**src/design/vp8_enc_defines.svh**
```systemverilog
`ifndef VP8_ENC_DEFINES_SVH
`define VP8_ENC_DEFINES_SVH

// ----------------------------------------
// Quantizer constants
// ----------------------------------------
`define VP8_QFIX        17
`define VP8_MAX_LEVEL   2047

// ----------------------------------------
// Transform multipliers
// ----------------------------------------
`define VP8_FDCT_K1     2217
`define VP8_FDCT_K2     5352
`define VP8_IDCT_C1     (20091 + 65536)
`define VP8_IDCT_C2     35468

// Matrix select codes for the config port
`define VP8_QF_Q        3'd0
`define VP8_QF_IQ       3'd1
`define VP8_QF_BIAS     3'd2
`define VP8_QF_ZTHRESH  3'd3
`define VP8_QF_SHARPEN  3'd4

`endif

```
**src/design/vp8_enc_pkg.sv**
```systemverilog
package vp8_enc_pkg;

    // ----------------------------------------
    // Pixel and block containers
    // ----------------------------------------

    // Unsigned luma sample
    typedef logic [7:0] pixel_t;

    // 16 pixels in raster order, pixel 0 in bits 7:0
    typedef logic [127:0] pix_blk_t;

    // Transform domain value
    typedef logic signed [15:0] coeff_t;

    // 16 coefficients in raster order
    typedef logic [255:0] coeff_blk_t;

    // 16 levels in zigzag scan order
    typedef logic [255:0] level_blk_t;

    // ----------------------------------------
    // Quantizer matrix fields
    // ----------------------------------------
    typedef logic [15:0] qmul_t;
    typedef logic [31:0] qwide_t;
    typedef logic [2:0]  qfield_t;
    typedef logic [3:0]  coef_idx_t;

endpackage

```
**src/design/quant_if.sv**
```systemverilog
`timescale 1ns/1ps

// Per-coefficient quantizer matrices, indexed in raster order
interface quant_if;

    vp8_enc_pkg::qmul_t  q       [16];
    vp8_enc_pkg::qmul_t  iq      [16];
    vp8_enc_pkg::qwide_t bias    [16];
    vp8_enc_pkg::qwide_t zthresh [16];
    vp8_enc_pkg::qmul_t  sharpen [16];

    // Register block side
    modport regs (
        output q,
        output iq,
        output bias,
        output zthresh,
        output sharpen
    );

    // Quantizer side
    modport quant (
        input  q,
        input  iq,
        input  bias,
        input  zthresh,
        input  sharpen
    );

endinterface

```
**src/design/quant_param_regs.sv**
```systemverilog
`timescale 1ns/1ps
`include "vp8_enc_defines.svh"

module quant_param_regs (
     input  logic                     clk_i
    ,input  logic                     rst_n_i
    ,input  logic                     cfg_we_i
    ,input  vp8_enc_pkg::qfield_t     cfg_field_i
    ,input  vp8_enc_pkg::coef_idx_t   cfg_idx_i
    ,input  vp8_enc_pkg::qwide_t      cfg_data_i
    ,quant_if.regs                    qp
);

    vp8_enc_pkg::qmul_t  q_r       [16];
    vp8_enc_pkg::qmul_t  iq_r      [16];
    vp8_enc_pkg::qwide_t bias_r    [16];
    vp8_enc_pkg::qwide_t zthresh_r [16];
    vp8_enc_pkg::qmul_t  sharpen_r [16];

    // One entry of one matrix per write strobe
    always_ff @(posedge clk_i or negedge rst_n_i) begin
        if (!rst_n_i) begin
            for (int k = 0; k < 16; k++) begin
                q_r[k]       <= '0;
                iq_r[k]      <= '0;
                bias_r[k]    <= '0;
                zthresh_r[k] <= '0;
                sharpen_r[k] <= '0;
            end
        end else if (cfg_we_i) begin
            case (cfg_field_i)
                `VP8_QF_Q:       q_r[cfg_idx_i]       <= cfg_data_i[15:0];
                `VP8_QF_IQ:      iq_r[cfg_idx_i]      <= cfg_data_i[15:0];
                `VP8_QF_BIAS:    bias_r[cfg_idx_i]    <= cfg_data_i;
                `VP8_QF_ZTHRESH: zthresh_r[cfg_idx_i] <= cfg_data_i;
                `VP8_QF_SHARPEN: sharpen_r[cfg_idx_i] <= cfg_data_i[15:0];
                default: begin
                end
            endcase
        end
    end

    assign qp.q       = q_r;
    assign qp.iq      = iq_r;
    assign qp.bias    = bias_r;
    assign qp.zthresh = zthresh_r;
    assign qp.sharpen = sharpen_r;

    // Software must only target the five defined matrices
    a_field_valid: assert property (
        @(posedge clk_i) disable iff (!rst_n_i)
        cfg_we_i |-> (cfg_field_i <= `VP8_QF_SHARPEN)
    );

endmodule

```
**src/flat_wrapper.sv**
```systemverilog
// flat-port wrapper written by rule: the top's interface ports become plain ports
module quant_param_regs_flat 
  (clk_i, rst_n_i, cfg_we_i, cfg_field_i, cfg_idx_i, cfg_data_i, qp_q, qp_iq, qp_bias, qp_zthresh, qp_sharpen);
  quant_if qp_i ();
  input  logic clk_i;
  input  logic rst_n_i;
  input  logic cfg_we_i;
  input  vp8_enc_pkg::qfield_t cfg_field_i;
  input  vp8_enc_pkg::coef_idx_t cfg_idx_i;
  input  vp8_enc_pkg::qwide_t cfg_data_i;
  output wire logic [$bits(qp_i.q)-1:0] qp_q;
  output wire logic [$bits(qp_i.iq)-1:0] qp_iq;
  output wire logic [$bits(qp_i.bias)-1:0] qp_bias;
  output wire logic [$bits(qp_i.zthresh)-1:0] qp_zthresh;
  output wire logic [$bits(qp_i.sharpen)-1:0] qp_sharpen;
  assign qp_q = {>>{qp_i.q}};
  assign qp_iq = {>>{qp_i.iq}};
  assign qp_bias = {>>{qp_i.bias}};
  assign qp_zthresh = {>>{qp_i.zthresh}};
  assign qp_sharpen = {>>{qp_i.sharpen}};
  quant_param_regs u_core (.clk_i(clk_i), .rst_n_i(rst_n_i), .cfg_we_i(cfg_we_i), .cfg_field_i(cfg_field_i), .cfg_idx_i(cfg_idx_i), .cfg_data_i(cfg_data_i), .qp(qp_i));
endmodule
```
**config.mk**
```make
export PLATFORM = sky130hd
export DESIGN_NAME = quant_param_regs_flat
export DESIGN_NICKNAME = d
export VERILOG_FILES = /design/src/design/vp8_enc_pkg.sv /design/src/design/quant_if.sv /design/src/design/quant_param_regs.sv /design/src/flat_wrapper.sv
export VERILOG_INCLUDE_DIRS = /design/src /design/src/design
export SDC_FILE = /design/constraint.sdc
export NUM_CORES = 2
export LEC_CHECK = 0
export BUFFER_PORTS_ARGS = -buffer_cell sky130_fd_sc_hd__buf_2
export CORE_AREA = 2 2 718 720
export DETAILED_ROUTE_END_ITERATION = 10
export DIE_AREA = 0 0 720 722
export GPL_TIMING_DRIVEN = 1
export PLACE_DENSITY = 0.3
export SETUP_SLACK_MARGIN = 0.4
export SLEW_MARGIN = 30
export SYNTH_ARGS = -nofsm -noshare
export SYNTH_HDL_FRONTEND = slang
export SYNTH_SLANG_ARGS = --single-unit
```
**constraint.sdc**
```tcl
create_clock -name clk_i -period 0.8 [get_ports clk_i]
set_input_delay 0.12 -clock clk_i [delete_from_list [all_inputs] [get_ports clk_i]]
set_output_delay 0.12 -clock clk_i [all_outputs]
set_load 0.005 [all_outputs]
```
Yosys cells after proc, flatten, opt, wreduce, memory -nomap -nowiden

Cells that the tools add are included.

Magnitude comparators: 2
Eq/ne operators: 4
Mux-type cells: 9
Bitwise gates (word level): 1
Reduce and logical (&&, ||, !) cells: 7

Operators by type and width:

| cell               | count |
|---|---|
| $bwmux 512         | 2 |
| $bwmux 256         | 3 |
| $demux 32 s4       | 1 |
| $demux 16 s4       | 1 |
| $mux 32            | 1 |
| $mux 16            | 1 |
| $reduce_and 2->1   | 5 |
| $eq 3x2->1 const B | 2 |
| $ge 5x5->1 const B | 1 |
| $lt 5x1->1 const B | 1 |
| $not 4->5          | 1 |
| $eq 3x1->1 const B | 1 |
| $eq 3x3->1 const B | 1 |
| $logic_not 3->1    | 1 |
| $logic_and 1x1->1  | 1 |

Register bits after elaboration: 1792
Input port bits: 42
Output and inout port bits: 1792
Word-level logic and storage cells: 103

Longest topological paths before layout

Depth in word-level cells: 6
Gate-level depth with buffers: 5
Mapped depth without buffers: 3

Worst setup path before layout

OpenSTA, ideal clock, no wires.

Path type: input to register
Start: input port cfg_field_i[1]
End: register u_core.q_r (netlist bit u_core.qp.q[69])
Arrival time: 1.599 ns
Setup slack: -0.924 ns
Stages: 5
Path buffers: 2
Path through: or4b_1 > buf_2 > nor2_2 > buf_4 > mux2_2

Cells in the longest elaborated chain, start to end: 2

RTL lines:

| item                              | line                   | text |
|---|---|---|
| from (decl)                       | flat_wrapper.sv:8      | `input vp8_enc_pkg::qfield_t cfg_field_i;` |
| $logic_not 3->1                   | quant_param_regs.sv:31 | `case (cfg_field_i)` |
| $reduce_and 2->1 (no source line) | n/a                    |  |
| to (signal, indexed assignment)   | quant_param_regs.sv:32 | `` `VP8_QF_Q: q_r[cfg_idx_i] <= cfg_data_i[15:0]; `` |
| to (decl)                         | quant_param_regs.sv:14 | `vp8_enc_pkg::qmul_t q_r [16];` |

Every way passes these cells.
A chain may end at the register's enable or synchronous reset.

Worst setup path after layout

Start: register u_core.iq_r (netlist bit u_core.qp.iq[175])
End: output port qp_iq[175]

RTL lines:

| item                              | line                   | text |
|---|---|---|
| from (decl)                       | quant_param_regs.sv:15 | `vp8_enc_pkg::qmul_t iq_r [16];` |
| from (signal, indexed assignment) | quant_param_regs.sv:33 | `` `VP8_QF_IQ: iq_r[cfg_idx_i] <= cfg_data_i[15:0]; `` |
| to (decl)                         | flat_wrapper.sv:12     | `output wire logic [$bits(qp_i.iq)-1:0] qp_iq;` |

No word-level cell between the ends.

==> results.json <==
{
  "cellPowerDensity_mw_per_mm2": 2320,
  "antenna_found_initial": 46,
  "via_per_inst": 3.39,
  "finalPower_mw": 242,
  "hold_depth": 3,
  "ys_types": 23,
  "postRouteAntennaNets": 0,
  "hold_buffers": 12,
  "period_minus_slack_ns": 1.78,
  "cp.required_ns": 0.68,
  "maxCapViolations": 0,
  "start_util_pct": 13.2,
  "grt.overflow.total": 0,
  "finalCritPeriodShare_pct": 222,
  "max-slew-margin-rel_pct": 36.9,
  "worst_slew_pin_slew_ns": 0.944,
  "cts_sinks": 1792,
  "ys_seq_elements": 1792,
  "syn_area_mm2": 0.0673,
  "drt_iter0_drc": 1694,
  "drive_gt1_share_pct": 71.4,
  "core-area_mm2": 0.512,
  "layout_commonest_cell": "dfrtp_1",
  "synthSimpleGateAreaFrac_pct": 1.06,
  "rows": 263,
  "via_count": 45400,
  "root_buffer": "clkbuf_16",
  "multi_input_area_mm2": 0.0220,
  "worst_slack_ns": -0.976,
  "fmax_mhz": 563,
  "timing.critical_path.from": "u_core.qp.iq[175]",
  "ys_warn_count": 0,
  "crit_family": "flip-flops",
  "cts_made_buffers": 231,
  "peakVddDrop_mv": 1.77,
  "r2r-end": "u_core.qp.iq[245]",
  "crit_path_start_kind": "register",
  "syn_area_per_cell_um2": 16.6,
  "synth_compound_area_share_pct": 0,
  "crit_chain": "buf_6 -> buf_6",
  "path_common_cell": "buf_6",
  "cp-end-kind": "output pin",
  "fin_nets": 6452,
  "dr.pass1.iters": 5,
  "nFillCells": 54900,
  "critPathMaxStageDelay_ns": 0.46,
  "ctsHtreeMaxLevel": 4,
  "status": "finished, violations left",
  "place_congestion": 0.762,
  "cp-endpoint": "qp_iq[175]",
  "r2r_cells": 3,
  "skew_ns": 0,
  "cts_tree": "done",
  "hpwl_mm": 293,
  "areaGrowthSynthToFinish_pct": 54.7,
  "port_buffers": 1833,
  "drc": 0,
  "grt_usage_pct": 14.4,
  "avgRoutedWirePerCell_um": 29.1,
  "final_cell_mix": "1,784 x dfrtp_1, 1,593 x mux2_2, 1,241 x buf_2",
  "die-area_mm2": 0.520,
  "synth-xor-area-share_pct": 0,
  "path_max_fanout": 2,
  "slew_viol_final": 0,
  "synth_nets": 4086,
  "seq_area_mm2": 0.0449,
  "synth.mux.area_fraction_pct": 30.0,
  "violations": "hold timing, setup timing",
  "leakagePower_nw": 53.6,
  "setup_viol": 3723,
  "crit_type": "register to output pin",
  "rsz0062_at_grt": "true",
  "cts_buffer_depth": 4,
  "die_y_um": 722,
  "cp.depth": 2,
  "die_x_um": 720,
  "final_core_util_pct": 20.4,
  "cpMaxStageDelayCell": "dfrtp_2",
  "grt_max_degree": 64,
  "synthAdderAreaFrac_pct": 0,
  "clkTransAtPathRegs_ns": 0.06,
  "io_pins": 1834,
  "worstPathArrival_ns": 1.66,
  "crit_buf_inv": 2,
  "r2r_slack_ns": -0.22,
  "synth_top_family_by_area": "multiplexers",
  "insertion_delay_ns": 0.91,
  "grt_pass1_vias": 48200,
  "seq_area_frac_synth_pct": 66.6,
  "grt_pass1_wl_mm": 503,
  "drt-total-wl_mm": 389,
  "hp-class": "input pin to register",
  "synthCells": 4044,
  "final_hold_viol_count": 660,
  "reg2reg_from": "u_core.qp.iq[245]",
  "hold_ws_ns": -0.312
}
==> cells in the mapped netlist <==
cell type | number | area share, %
buf_2 | 132 | 0.98
dfrtp_1 | 1792 | 67
nor4b_1 | 1 | 0.013
nor2_4 | 8 | 0.13
nand4_1 | 1 | 0.0093
nand4b_2 | 2 | 0.045
mux2_2 | 1768 | 30
buf_1 | 22 | 0.12
nor2_2 | 9 | 0.084
buf_4 | 4 | 0.045
nand4b_1 | 3 | 0.039
nand4bb_1 | 3 | 0.050
and4b_1 | 1 | 0.015
nand2_1 | 55 | 0.31
clkbuf_1 | 186 | 1.0
nor4bb_1 | 6 | 0.089
or4b_1 | 1 | 0.015
nor4_2 | 1 | 0.019
and4bb_2 | 3 | 0.056
mux2_1 | 24 | 0.40
nor2_1 | 8 | 0.045
buf_6 | 10 | 0.17
nor4b_4 | 4 | 0.14
==> final cells by class <==
cell class,instances,share of cell area (%)
Clock buffer,343,6.47
Sequential cell,1792,43.1
Antenna cell,34,0.0817
Clock inverter,67,0.836
Timing Repair Buffer,2487,20.3
Multi-Input combinational cell,1898,21.2
Tap cell,6757,8.12
==> per-layer routing <==
metal	vias up	wire length, um	track usage (%)
met4	6	10900	3.49
li1	19000	-	-
met2	1541	195000	25.5
met5	-	34	0
met3	404	27300	4.13
met1	24400	155000	17.0
==> stage by stage <==
step	std cells	hold slack, ns	TNS (ns)	instance area [um^2]	worst slack, ns
2_1_floorplan	4044	-0.176	-1091.74	68400	-0.823
3_3_place_gp	12800	0.171	-2019.05	91700	-1.44
3_5_place_dp	12800	0.171	-2026.79	91700	-1.43
4_1_cts	13300	-0.418	-1806.72	102000	-1.12
5_1_grt	13300	-0.388	-1838.50	104000	-1.09
6_report	13400	-0.312	-1647.82	104000	-0.976
==> sequential cells by signal (all words and copies together) (netlist names) <==
signal             cells
u_core.qp.bias       512
u_core.qp.zthresh    512
u_core.qp.iq         256
u_core.qp.q          256
u_core.qp.sharpen    256
==> cell families after synthesis <==
logic type	after synthesis
AND/OR/NAND/NOR	106
flip-flops	1792
multiplexers	1792
buffers and inverters	354
==> how the worst min path moves through the flow <==
stage / startpoint / end
after floorplan: rst_n_i / u_core.qp.bias[0]
after detailed placement: rst_n_i / u_core.qp.q[193]
after global routing: cfg_data_i[16] / u_core.qp.bias[368]
after CTS: cfg_data_i[16] / u_core.qp.bias[112]
after global placement: rst_n_i / u_core.qp.q[193]
final: cfg_data_i[15] / u_core.qp.zthresh[175]
==> worst min-delay path, cell delays in order <==
cell,delay (ns)
buf_6,0.11
buf_12,0.18
mux2_2,0.16
==> repair_timing <==
action | 4_1_cts | 5_1_grt
gates resized for setup | 691 | 363
hold endpoints to repair | 3295 | 897
setup buffers | 43 | 91
setup endpoints to repair | 3584 | 5374
cloned | 0 | 0
==> report_power, final <==
part / internal (mW) / switching (mW) / leakage (nW)
Combinational: 16.5 / 16.7 / 25.5
Sequential: 98.1 / 4.46 / 24.4
Clock: 61.7 / 44.0 / 3.74
No activity file was read; power rests on OpenSTA's default activity.
